### config.mk
export PLATFORM = sky130hd
export DESIGN_NAME = cpu_top
export DESIGN_NICKNAME = d
export VERILOG_FILES = /design/src/hdl/cpu_pkg.sv /design/src/hdl/cpu_top.sv /design/src/hdl/decoder.sv /design/src/hdl/execute_stage.sv /design/src/hdl/fetch_stage.sv /design/src/hdl/pipe_reg.sv /design/src/hdl/reg_file.sv
export VERILOG_INCLUDE_DIRS = /design/src /design/src/hdl
export SDC_FILE = /design/constraint.sdc
export NUM_CORES = 2
export LEC_CHECK = 0
export BUFFER_PORTS_ARGS = -buffer_cell sky130_fd_sc_hd__buf_2
export CELL_PAD_IN_SITES_DETAIL_PLACEMENT = 0
export CELL_PAD_IN_SITES_GLOBAL_PLACEMENT = 1
export CORE_UTILIZATION = 45
export DETAILED_ROUTE_END_ITERATION = 7
export PLACE_DENSITY_LB_ADDON = 0.1
export SLEW_MARGIN = 20
export SYNTH_ARGS = -nofsm -noshare
export SYNTH_HDL_FRONTEND = slang
export SYNTH_SLANG_ARGS = --single-unit
### constraint.sdc
create_clock -name clk_i -period 7.15 [get_ports clk_i]
set_input_delay 1.43 -clock clk_i [delete_from_list [all_inputs] [get_ports clk_i]]
set_output_delay 1.43 -clock clk_i [all_outputs]
set_load 0.05 [all_outputs]
### src/hdl/cpu_params.svh
`ifndef CPU_PARAMS_SVH
`define CPU_PARAMS_SVH

// data and address width
`define XLEN 32

// architectural register count and index width
`define REG_COUNT 32
`define REG_ADDR_W 5

// first fetch address after reset
`define RESET_PC 32'h0000_0000

// byte distance between consecutive instructions
`define INSTR_STEP 32'h0000_0004

`endif

### src/hdl/cpu_pkg.sv
`include "cpu_params.svh"

package cpu_pkg;

        typedef logic [`XLEN-1:0] word_t;
        typedef logic [`REG_ADDR_W-1:0] reg_addr_t;

        // major opcodes handled by this core
        typedef enum logic [6:0] {
                OPC_OP     = 7'b0110011,
                OPC_OP_IMM = 7'b0010011,
                OPC_LUI    = 7'b0110111,
                OPC_BRANCH = 7'b1100011,
                OPC_JAL    = 7'b1101111
        } opcode_e;

        typedef enum logic [3:0] {
                ALU_ADD    = 4'd0,
                ALU_SUB    = 4'd1,
                ALU_SLT    = 4'd2,
                ALU_XOR    = 4'd3,
                ALU_OR     = 4'd4,
                ALU_AND    = 4'd5,
                ALU_SLL    = 4'd6,
                ALU_SRL    = 4'd7,
                ALU_PASS_B = 4'd8
        } alu_op_e;

        typedef struct packed {
                logic    rd_write;
                alu_op_e alu_op;
                logic    src2_imm;
                logic    branch;
                logic    branch_ne;
                logic    jump;
        } ctrl_t;

        typedef struct packed {
                word_t pc;
                word_t instr;
        } if_id_t;

        typedef struct packed {
                word_t     pc;
                reg_addr_t rs1;
                reg_addr_t rs2;
                word_t     rs1_data;
                word_t     rs2_data;
                word_t     imm;
                reg_addr_t rd;
                ctrl_t     ctrl;
        } id_ex_t;

        typedef struct packed {
                logic      rd_write;
                reg_addr_t rd;
                word_t     rd_data;
                logic      redirect;
                word_t     target;
        } ex_mem_t;

        // retired register write, also the core's writeback port
        typedef struct packed {
                logic      write;
                reg_addr_t rd;
                word_t     data;
        } wb_t;

endpackage

### src/hdl/cpu_top.sv
`timescale 1ns/1ns

module cpu_top (
        input  logic           clk_i,
        input  logic           rst_i,
        output cpu_pkg::word_t imem_addr_o,
        input  cpu_pkg::word_t imem_data_i,
        output cpu_pkg::wb_t   wb_o
);

        import cpu_pkg::*;

        word_t     pc;
        if_id_t    if_id_d;
        if_id_t    if_id_q;
        reg_addr_t rs1;
        reg_addr_t rs2;
        word_t     rs1_data;
        word_t     rs2_data;
        id_ex_t    id_ex_d;
        id_ex_t    id_ex_q;
        ex_mem_t   ex_mem_d;
        ex_mem_t   ex_mem_q;
        wb_t       mem_wb_d;
        wb_t       mem_wb_q;
        logic      redirect;

        // taken branch or jal sitting in the memory stage
        assign redirect = ex_mem_q.redirect;

        fetch_stage u_fetch (
                .clk_i      (clk_i),
                .rst_i      (rst_i),
                .redirect_i (redirect),
                .target_i   (ex_mem_q.target),
                .pc_o       (pc)
        );

        assign imem_addr_o = pc;
        assign if_id_d = '{pc: pc, instr: imem_data_i};

        pipe_reg #(.payload_t(if_id_t)) u_if_id (
                .clk_i   (clk_i),
                .rst_i   (rst_i),
                .clear_i (redirect),
                .d_i     (if_id_d),
                .q_o     (if_id_q)
        );

        decoder u_decoder (
                .if_id_i    (if_id_q),
                .rs1_o      (rs1),
                .rs2_o      (rs2),
                .id_ex_o    (id_ex_d),
                .rs1_data_i (rs1_data),
                .rs2_data_i (rs2_data)
        );

        reg_file u_reg_file (
                .clk_i      (clk_i),
                .rst_i      (rst_i),
                .rs1_i      (rs1),
                .rs2_i      (rs2),
                .rs1_data_o (rs1_data),
                .rs2_data_o (rs2_data),
                .wb_i       (mem_wb_q)
        );

        pipe_reg #(.payload_t(id_ex_t)) u_id_ex (
                .clk_i   (clk_i),
                .rst_i   (rst_i),
                .clear_i (redirect),
                .d_i     (id_ex_d),
                .q_o     (id_ex_q)
        );

        execute_stage u_execute (
                .id_ex_i   (id_ex_q),
                .mem_fwd_i (ex_mem_q),
                .wb_fwd_i  (mem_wb_q),
                .ex_mem_o  (ex_mem_d)
        );

        // the oldest squashed instruction is still in execute
        pipe_reg #(.payload_t(ex_mem_t)) u_ex_mem (
                .clk_i   (clk_i),
                .rst_i   (rst_i),
                .clear_i (redirect),
                .d_i     (ex_mem_d),
                .q_o     (ex_mem_q)
        );

        assign mem_wb_d = '{write: ex_mem_q.rd_write, rd: ex_mem_q.rd, data: ex_mem_q.rd_data};

        pipe_reg #(.payload_t(wb_t)) u_mem_wb (
                .clk_i   (clk_i),
                .rst_i   (rst_i),
                .clear_i (1'b0),
                .d_i     (mem_wb_d),
                .q_o     (mem_wb_q)
        );

        assign wb_o = mem_wb_q;

endmodule

### src/hdl/decoder.sv
`timescale 1ns/1ns

`include "cpu_params.svh"

module decoder (
        input  cpu_pkg::if_id_t   if_id_i,
        output cpu_pkg::reg_addr_t rs1_o,
        output cpu_pkg::reg_addr_t rs2_o,
        output cpu_pkg::id_ex_t   id_ex_o,
        input  cpu_pkg::word_t    rs1_data_i,
        input  cpu_pkg::word_t    rs2_data_i
);

        import cpu_pkg::*;

        word_t     instr;
        opcode_e   opcode;
        logic [2:0] funct3;
        logic [6:0] funct7;
        reg_addr_t rd;
        word_t     imm_i;
        word_t     imm_u;
        word_t     imm_b;
        word_t     imm_j;
        word_t     imm;
        ctrl_t     ctrl;

        assign instr  = if_id_i.instr;
        assign opcode = opcode_e'(instr[6:0]);
        assign funct3 = instr[14:12];
        assign funct7 = instr[31:25];
        assign rd     = instr[11:7];
        assign rs1_o  = instr[19:15];
        assign rs2_o  = instr[24:20];

        assign imm_i = {{(`XLEN-12){instr[31]}}, instr[31:20]};
        assign imm_u = {instr[31:12], 12'b0};
        assign imm_b = {{(`XLEN-12){instr[31]}}, instr[7], instr[30:25], instr[11:8], 1'b0};
        assign imm_j = {{(`XLEN-20){instr[31]}}, instr[19:12], instr[20], instr[30:21], 1'b0};

        always_comb begin
                ctrl = '0;
                imm  = '0;
                case (opcode)
                        OPC_OP: begin
                                ctrl.rd_write = 1'b1;
                                case (funct3)
                                        3'b000:  ctrl.alu_op = funct7[5] ? ALU_SUB : ALU_ADD;
                                        3'b001:  ctrl.alu_op = ALU_SLL;
                                        3'b010:  ctrl.alu_op = ALU_SLT;
                                        3'b100:  ctrl.alu_op = ALU_XOR;
                                        3'b101:  ctrl.alu_op = ALU_SRL;
                                        3'b110:  ctrl.alu_op = ALU_OR;
                                        3'b111:  ctrl.alu_op = ALU_AND;
                                        default: ctrl.rd_write = 1'b0;
                                endcase
                                // only SUB may use the alternate funct7
                                if (funct7 != 7'b0 && !(funct7 == 7'b0100000 && funct3 == 3'b000)) begin
                                        ctrl.rd_write = 1'b0;
                                end
                        end
                        OPC_OP_IMM: begin
                                ctrl.rd_write = 1'b1;
                                ctrl.src2_imm = 1'b1;
                                imm = imm_i;
                                case (funct3)
                                        3'b000:  ctrl.alu_op = ALU_ADD;
                                        3'b001:  ctrl.alu_op = ALU_SLL;
                                        3'b010:  ctrl.alu_op = ALU_SLT;
                                        3'b100:  ctrl.alu_op = ALU_XOR;
                                        3'b101:  ctrl.alu_op = ALU_SRL;
                                        3'b110:  ctrl.alu_op = ALU_OR;
                                        3'b111:  ctrl.alu_op = ALU_AND;
                                        default: ctrl.rd_write = 1'b0;
                                endcase
                                // shifts by immediate need a zero funct7, SRAI is not handled
                                if ((funct3 == 3'b001 || funct3 == 3'b101) && funct7 != 7'b0) begin
                                        ctrl.rd_write = 1'b0;
                                end
                        end
                        OPC_LUI: begin
                                ctrl.rd_write = 1'b1;
                                ctrl.src2_imm = 1'b1;
                                ctrl.alu_op   = ALU_PASS_B;
                                imm = imm_u;
                        end
                        OPC_BRANCH: begin
                                imm = imm_b;
                                // beq and bne only
                                if (funct3 == 3'b000 || funct3 == 3'b001) begin
                                        ctrl.branch    = 1'b1;
                                        ctrl.branch_ne = funct3[0];
                                end
                        end
                        OPC_JAL: begin
                                ctrl.rd_write = 1'b1;
                                ctrl.jump     = 1'b1;
                                imm = imm_j;
                        end
                        default: begin
                                ctrl = '0;
                        end
                endcase
                // x0 is never written
                if (rd == '0) begin
                        ctrl.rd_write = 1'b0;
                end
        end

        assign id_ex_o = '{
                pc:       if_id_i.pc,
                rs1:      rs1_o,
                rs2:      rs2_o,
                rs1_data: rs1_data_i,
                rs2_data: rs2_data_i,
                imm:      imm,
                rd:       rd,
                ctrl:     ctrl
        };

endmodule

### src/hdl/execute_stage.sv
`timescale 1ns/1ns

`include "cpu_params.svh"

module execute_stage (
        input  cpu_pkg::id_ex_t  id_ex_i,
        input  cpu_pkg::ex_mem_t mem_fwd_i,
        input  cpu_pkg::wb_t     wb_fwd_i,
        output cpu_pkg::ex_mem_t ex_mem_o
);

        import cpu_pkg::*;

        localparam int SHAMT_W = $clog2(`XLEN);

        word_t rs1_val;
        word_t rs2_val;
        word_t op_b;
        word_t alu_res;
        logic  taken;

        // memory stage result is younger, so it is checked first
        function automatic word_t fwd(input reg_addr_t idx, input word_t reg_val);
                word_t val;
                if (idx != '0 && mem_fwd_i.rd_write && mem_fwd_i.rd == idx) begin
                        val = mem_fwd_i.rd_data;
                end else if (idx != '0 && wb_fwd_i.write && wb_fwd_i.rd == idx) begin
                        val = wb_fwd_i.data;
                end else begin
                        val = reg_val;
                end
                return val;
        endfunction

        always_comb begin
                rs1_val = fwd(id_ex_i.rs1, id_ex_i.rs1_data);
                rs2_val = fwd(id_ex_i.rs2, id_ex_i.rs2_data);
        end

        assign op_b = id_ex_i.ctrl.src2_imm ? id_ex_i.imm : rs2_val;

        always_comb begin
                case (id_ex_i.ctrl.alu_op)
                        ALU_ADD:    alu_res = rs1_val + op_b;
                        ALU_SUB:    alu_res = rs1_val - op_b;
                        ALU_SLT:    alu_res = {{(`XLEN-1){1'b0}}, $signed(rs1_val) < $signed(op_b)};
                        ALU_XOR:    alu_res = rs1_val ^ op_b;
                        ALU_OR:     alu_res = rs1_val | op_b;
                        ALU_AND:    alu_res = rs1_val & op_b;
                        ALU_SLL:    alu_res = rs1_val << op_b[SHAMT_W-1:0];
                        ALU_SRL:    alu_res = rs1_val >> op_b[SHAMT_W-1:0];
                        ALU_PASS_B: alu_res = op_b;
                        default:    alu_res = rs1_val + op_b;
                endcase
        end

        // bne inverts the equality test
        assign taken = id_ex_i.ctrl.branch && ((rs1_val == rs2_val) ^ id_ex_i.ctrl.branch_ne);

        assign ex_mem_o.rd_write = id_ex_i.ctrl.rd_write;
        assign ex_mem_o.rd       = id_ex_i.rd;
        assign ex_mem_o.rd_data  = id_ex_i.ctrl.jump ? id_ex_i.pc + `INSTR_STEP : alu_res;
        assign ex_mem_o.redirect = taken || id_ex_i.ctrl.jump;
        assign ex_mem_o.target   = id_ex_i.pc + id_ex_i.imm;

endmodule

### src/hdl/fetch_stage.sv
`timescale 1ns/1ns

`include "cpu_params.svh"

module fetch_stage (
        input  logic           clk_i,
        input  logic           rst_i,
        input  logic           redirect_i,
        input  cpu_pkg::word_t target_i,
        output cpu_pkg::word_t pc_o
);

        import cpu_pkg::*;

        word_t next_pc;

        // taken branch or jump from the memory stage wins
        always_comb begin
                if (redirect_i) begin
                        next_pc = target_i;
                end else begin
                        next_pc = pc_o + `INSTR_STEP;
                end
        end

        always_ff @(posedge clk_i) begin
                if (rst_i) begin
                        pc_o <= `RESET_PC;
                end else begin
                        pc_o <= next_pc;
                end
        end

endmodule

### src/hdl/pipe_reg.sv
`timescale 1ns/1ns

module pipe_reg #(
        parameter type payload_t = logic [31:0]
) (
        input  logic     clk_i,
        input  logic     rst_i,
        input  logic     clear_i,
        input  payload_t d_i,
        output payload_t q_o
);

        // all-zero payload acts as a bubble
        always_ff @(posedge clk_i) begin
                if (rst_i || clear_i) begin
                        q_o <= '0;
                end else begin
                        q_o <= d_i;
                end
        end

endmodule

### src/hdl/reg_file.sv
`timescale 1ns/1ns

`include "cpu_params.svh"

module reg_file (
        input  logic               clk_i,
        input  logic               rst_i,
        input  cpu_pkg::reg_addr_t rs1_i,
        input  cpu_pkg::reg_addr_t rs2_i,
        output cpu_pkg::word_t     rs1_data_o,
        output cpu_pkg::word_t     rs2_data_o,
        input  cpu_pkg::wb_t       wb_i
);

        import cpu_pkg::*;

        word_t regs [`REG_COUNT];

        // x0 reads zero, a same-cycle write is passed through
        function automatic word_t read_reg(input reg_addr_t idx);
                word_t val;
                if (idx == '0) begin
                        val = '0;
                end else if (wb_i.write && wb_i.rd == idx) begin
                        val = wb_i.data;
                end else begin
                        val = regs[idx];
                end
                return val;
        endfunction

        always_comb begin
                rs1_data_o = read_reg(rs1_i);
                rs2_data_o = read_reg(rs2_i);
        end

        always_ff @(posedge clk_i) begin
                if (rst_i) begin
                        for (int i = 0; i < `REG_COUNT; i++) begin
                                regs[i] <= '0;
                        end
                end else if (wb_i.write && wb_i.rd != '0) begin
                        regs[wb_i.rd] <= wb_i.data;
                end
        end

endmodule

Word level (Yosys, flattened, before mapping)

Memories as Yosys holds them, arrays and structs flattened. A register that Yosys moved wholly into a read port is not among the register bits.
Cells that the tools add are included.

Memory bits (writable): 1,024
Memories: 1
Register bits: 293
Word-level logic and storage cells: 125
Input port bits: 34

Shift-type cells: 2
Reductions and logical operators: 35
$lt $le $gt $ge: 1
Bitwise logic cells: 6
Add/subtract/negate cells: 5
Equal/unequal tests: 25
Muxes and demuxes: 28

Memories:

| name            | depth | width | rd ports | clocked after memory_dff | wr ports | RTL line       | source |
|---|---|---|---|---|---|---|---|
| u_reg_file.regs | 32    | 32    | 2        | 2                        | 32       | reg_file.sv:17 | `` word_t regs [`REG_COUNT]; `` |

Operator list:

| cell                                          | count |
|---|---|
| two-way mux 32 bit                            | 8 |
| case mux 32 bit (8 select lines)              | 1 |
| case mux 32 bit (4 select lines)              | 1 |
| adder 32 x 3 -> 32 bit, second input constant | 2 |
| adder 32 bit                                  | 2 |
| AND 32 bit                                    | 1 |
| == test 32 bit                                | 1 |
| less-than comparator 32 bit                   | 1 |
| bitwise OR 32 bit                             | 1 |
| OR reduction 32 bit                           | 1 |
| << shifter 32 x 5 -> 32 bit                   | 1 |
| >> shifter 32 x 5 -> 32 bit                   | 1 |
| subtractor 32 bit                             | 1 |
| bitwise XOR 32 bit                            | 1 |
| case mux 4 bit (7 select lines)               | 1 |
| == test 7 x 6 -> 1 bit, second input constant | 3 |
| == test 5 bit                                 | 4 |
| case mux 3 bit (6 select lines)               | 1 |
| == test 4 x 3 -> 1 bit, second input constant | 4 |
| zero test 5 bit                               | 3 |
| nonzero test 5 bit                            | 3 |
| == test 7 bit, second input constant          | 2 |
| logical AND 1 bit                             | 13 |
| == test 3 bit, second input constant          | 4 |
| 20 further kinds                              | 41 |

Depth between registers and ports, before layout

Word-level depth: 9
Gate-level depth with buffers: 26

Hierarchy

Synthesis repeated with hierarchy kept, for this count alone.

Cells, all modules: 7,062
Area total of the unflattened synthesis: 82,888.2 µm²

Modules (own cells, without submodules):

| module              | area each (µm²) | seq. area each (µm²) | cells each | times used |
|---|---|---|---|---|
| reg_file            | 55,298.0        | 30,749.5             | 3,847      | 1 |
| execute_stage       | 13,474.2        | 0.0                  | 2,063      | 1 |
| pipe_reg (u_id_ex)  | 4,879.7         | 3,042.9              | 338        | 1 |
| pipe_reg (u_ex_mem) | 2,484.9         | 1,421.4              | 158        | 1 |
| pipe_reg (u_if_id)  | 2,219.6         | 1,281.2              | 142        | 1 |
| fetch_stage         | 1,781.7         | 640.6                | 222        | 1 |
| decoder             | 1,526.5         | 0.0                  | 207        | 1 |
| pipe_reg (u_mem_wb) | 1,219.9         | 760.7                | 84         | 1 |
| cpu_top             | 3.8             | 0.0                  | 1          | 1 |

Least setup slack after synthesis

No wires, ideal clock.

Path type: register to register
Start point: register u_mem_wb.q_o[32] (netlist name)
End point: register u_ex_mem.q_o[63] (netlist name)
Setup time: 0.074 ns
Setup slack: 1.809 ns
Stages on the path, launching flop included: 25
Period minus slack after synthesis: 5.341 ns
Arrival time: 5.267 ns
Cells stage by stage: dfxtp_1 buf_4 and2_1 a21oi_4 nor3_4 mux2i_1 o21ai_1 mux2i_1 buf_2 buf_2 buf_2 ha_1 clkbuf_1 nand2b_1 a221oi_1 o221ai_1 a211oi_1 o21a_1 o22ai_1 o311ai_0 a221oi_1 o21ai_0 xor2_1 nand2_1 a31oi_1

Word-level cells in the longest chain between the ends: 8
Elaborated cells on any way between the ends: 18
Classes of those cells: add/sub (2); eq/ne (2); shift (2); mux (7); bitwise (3); reduce/logical (2)

RTL lines:

| element                              | RTL line                                 | source |
|---|---|---|
| start, declared                      | pipe_reg.sv:10                           | `output payload_t q_o` |
| start signal, assigned               | pipe_reg.sv:18                           | `q_o <= d_i;` |
| == test 5 bit                        | execute_stage.sv:27                      | `end else if (idx != '0 && wb_fwd_i.write && wb_fwd_i.rd == idx) begin` |
| logical AND 1 bit                    | execute_stage.sv:27                      |  |
| two-way mux 32 bit                   | execute_stage.sv:27                      |  |
| two-way mux 32 bit                   | execute_stage.sv:25                      | `if (idx != '0 && mem_fwd_i.rd_write && mem_fwd_i.rd == idx) begin` |
| two-way mux 32 bit                   | execute_stage.sv:40                      | `assign op_b = id_ex_i.ctrl.src2_imm ? id_ex_i.imm : rs2_val;` |
| adder 32 bit (tied with other cells) | execute_stage.sv:44, execute_stage.sv:53 |  |
| case mux 32 bit (8 select lines) *   | execute_stage.sv:43                      | `case (id_ex_i.ctrl.alu_op)` |
| two-way mux 32 bit *                 | execute_stage.sv:62                      | `` assign ex_mem_o.rd_data = id_ex_i.ctrl.jump ? id_ex_i.pc + `INSTR_STEP : alu_res; `` |
| end signal, assigned                 | pipe_reg.sv:18                           |  |
| end, declared                        | pipe_reg.sv:10                           |  |

Every way passes the cells marked *; elsewhere a longest branch is shown, timed or not.
A chain may end at the register's enable or synchronous reset.

Worst setup path after layout

Start point: register u_mem_wb.q_o[35] (netlist name)
End point: register u_ex_mem.q_o[63] (netlist name)

Same word-level chain as after synthesis.

==> flow_metrics.py <==
metrics = {
    "timing": {
        "max_slew_margin_pct": 17.7,
        "setup_tns_ns": 0,
        "rsz0062_at_grt": "no",
        "worstMarginPinSlew_ns": 1.23,
        "report.final.slew_viol_count": 0,
        "fin_crit_ns": 6.49,
        "finClkSkew_ns": 0.0481,
        "achievable-frequency_mhz": 154,
        "finalCritPeriodShare_pct": 90.8,
        "hold_viol": 0,
        "setup_viol": 0,
    },
    "layout": {
        "drive_above_1_share_pct": 22.1,
        "design_area_sq_um": 85700,
        "area_growth_syn_to_layout_pct": 10.6,
        "nNetsFinal": 6179,
    },
    "cts": {
        "insertion_delay_ns": 0.84,
        "htreeDepth": 4,
        "clock_sinks": 1381,
        "cts.path.max_buffers": 3,
        "cts_resized": 0,
        "tritoncts": "built",
        "path_clk_slew_ns": 0.06,
        "root_buffer": "clkbuf_16",
        "cts_buffers": 156,
        "postCtsHoldBufs": 0,
        "post-cts-setup-buffers": 0,
    },
    "setup_path": {
        "critPathArrivalTime_ns": 7.24,
        "max_stage_delay_ns": 0.67,
        "cp_slowest_cell": "dfxtp_1",
        "cp_max_fo": 13,
        "crit_top_cell": "a221oi_1",
        "crit_family": "compound AO/OA/AOI/OAI gates",
        "critPathBufInv": 1,
        "start_kind": "register",
        "end_kind": "register",
        "path_cells": "xnor2_1 > nand4_1 > nor2_4 > buf_4 > mux2i_1 > o21ai_2 > ha_1 > nand2b_1 > a221oi_1 > o221ai_1 > a211oi_1 > o21a_1 > o22ai_1 > o311ai_0 > a221oi_1 > o21ai_0 > xor2_1 > nand2_1 > a31oi_1",
        "worst-setup-path-type": "register to register",
        "required_ns": 7.89,
    },
    "yosys": {
        "yosysWarnings": 0,
        "syn_area_per_cell_sq_um": 12.8,
        "synth_top_area_cell": "edfxtp_1",
        "synthTopCellsByArea": "edfxtp_1, mux4_2, dfxtp_1, and2_1, mux2i_1",
        "ys_ff_latch": 1381,
        "synth_area_sq_um": 77400,
        "async_reset_ff_share_pct": 0,
        "yosysMostFrequentCell": "and2_1",
        "synth_seq_area_share_pct": 48.9,
        "synth-edff-count": 1024,
        "netlist.area_leader.share_pct": 39.7,
        "ys_top_cells_by_count": "and2_1, edfxtp_1, mux4_2",
        "synthFlopType": "edfxtp_1",
        "ys_types": 103,
        "synthCells": 6052,
    },
    "detailed_routing": {
        "wl_met1_mm": 116,
        "vias": 53500,
        "top_layer_used": "met5",
        "drt_iter0_drc": 6855,
        "postRouteWirelength_mm": 302,
        "first_pass_iters": 6,
        "met3WireLength_mm": 26.3,
        "wl_per_cell_microns": 36.1,
        "ant_nets": 0,
        "wl_met2_mm": 140,
        "viasPerCell": 6.40,
        "drc": 0,
    },
    "floorplanning": {
        "die_w_microns": 417,
        "start_util_pct": 45.5,
        "die_h_microns": 417,
        "dieArea_sq_um": 174000,
        "num_rows": 151,
        "core_region_area_sq_um": 170000,
        "pin_count": 104,
    },
    "grt": {
        "grt_max_degree": 93,
        "grt_first_pass_wirelength_mm": 419,
        "antenna_found_initial": 22,
        "overflow": 0,
        "grt_usage_pct": 34.7,
        "grt_pass1_vias": 52800,
    },
    "power": {
        "p_leak_nw": 30.9,
        "p_per_area_nw_per_um2": 234,
        "vdd_ir_drop_max_mv": 0.202,
        "p_total_w": 0.0200,
    },
    "placement": {
        "numPortBuffers": 103,
        "dpl-instance-area_sq_um": 80700,
        "hpwl_mm": 197,
        "gp_congestion": 1.02,
    },
    "flow_run": {
        "cap_violations": 0,
    },
    "run_status": {
        "outcome": "completed",
    },
    "worst_hold_path": {
        "hp-class": "register to register",
    },
}
## per-stage QoR
step	setup WS [ns]	hold WS, ns	utilization [%]	cells
2_1_floorplan	1.81	0.406	-	6083
3_3_place_gp	0.504	0.410	47.5	8072
3_5_place_dp	0.682	0.410	47.5	8072
4_1_cts	0.636	0.425	50.3	8356
5_1_grt	0.0432	0.438	50.4	8357
6_report	0.656	0.420	50.4	8366
## final timing paths
| check | start | to | slack [ns] | cells past startpoint |
|---|---|---|---|---|
| worst max-delay path | u_mem_wb.q_o[35]$_SDFF_PP0_ | u_ex_mem.q_o[63]$_SDFF_PP0_ | 0.66 | 19 |
| worst min-delay path | u_if_id.q_o[54]$_SDFF_PP0_ | u_id_ex.q_o[142]$_SDFF_PP0_ | 0.42 | 1 |
| worst max register to register | u_mem_wb.q_o[35]$_SDFF_PP0_ | u_ex_mem.q_o[63]$_SDFF_PP0_ | 0.66 | 19 |
| worst min register to register | u_if_id.q_o[54]$_SDFF_PP0_ | u_id_ex.q_o[142]$_SDFF_PP0_ | 0.42 | 1 |
## worst reg2reg max path: cells and delay by family (launching register included)
kind / cells / cell delay [ns]
adders and majority gates: 1 / 0.49
AOI/OAI and AO/OA: 10 / 3.51
and+or+nand+nor: 4 / 1.00
DFF: 1 / 0.67
buffers and inverters: 1 / 0.29
xor gates and xnor gates: 2 / 0.35
muxes: 1 / 0.10
## registers in the layout, summed over array words and instances (netlist names)
name             flops
u_reg_file.regs   1024
u_id_ex.q_o        152
u_ex_mem.q_o        71
u_if_id.q_o         64
u_mem_wb.q_o        38
u_fetch.pc_o        32
## cell usage in the layout, fill, tap and decap left out, types with 35 or more instances in the layout
cell       Yosys  layout
a211oi_1      87      87
a21oi_1      182     182
a221oi_1      35      35
and2_1      1094    1094
buf_2         26     102
buf_4         10     194
clkbuf_1     415      37
clkbuf_16      0     157
dfxtp_1      357     344
edfxtp_1    1024    1024
ha_1         130     130
inv_1        107     107
mux2_2        39      39
mux2i_1      268     267
mux4_2       631     631
nand2_1      215     214
nand3_1       56      56
nor2_1       369     334
nor2_4         0      35
nor2b_1       50      50
nor3_1        76      76
o21ai_0      133     131
or2_2         39      36
xnor2_1       95      94
xor2_1        69      68
## report_power, final
| part | internal [W] | switching [W] |
|---|---|---|
| clock network | 0.00431 | 0.00352 |
| logic | 0.00110 | 0.00196 |
| registers | 0.00888 | 0.000245 |
## area by class of cell
cell class / count / area (sq um)
clock inverter: 78 / 656
timing repair buffer: 309 / 2220
inverter: 114 / 430
clock buffer: 206 / 4230
antenna: 9 / 22.5
tap: 2218 / 2780
fill: 14700 / 84400
sequential: 1381 / 37900
multi-input combinational: 4051 / 37400
## cells by family (layout without fill, tap and decap cells)
group,Yosys count,in the layout,share of synthesized area (%)
XOR/XNOR,164,164,1.85
buffers and inverters,651,707,3.39
AND/OR/NAND/NOR,2030,2030,14.4
adder cells (fa/ha/maj),132,132,2.15
AO/OA/AOI/OAI,735,735,6.39
flip-flops,1381,1381,48.9
other,1,41,0.00484
multiplexers,958,958,22.9
## metal layers
layer	vias to the layer above	GRT usage, %
met5	-	0
met4	2	20.8
met3	666	6.71
met2	2891	54.2
met1	27400	44.9
li1	22500	-
Note: power is estimated with default switching activity, not from simulation.
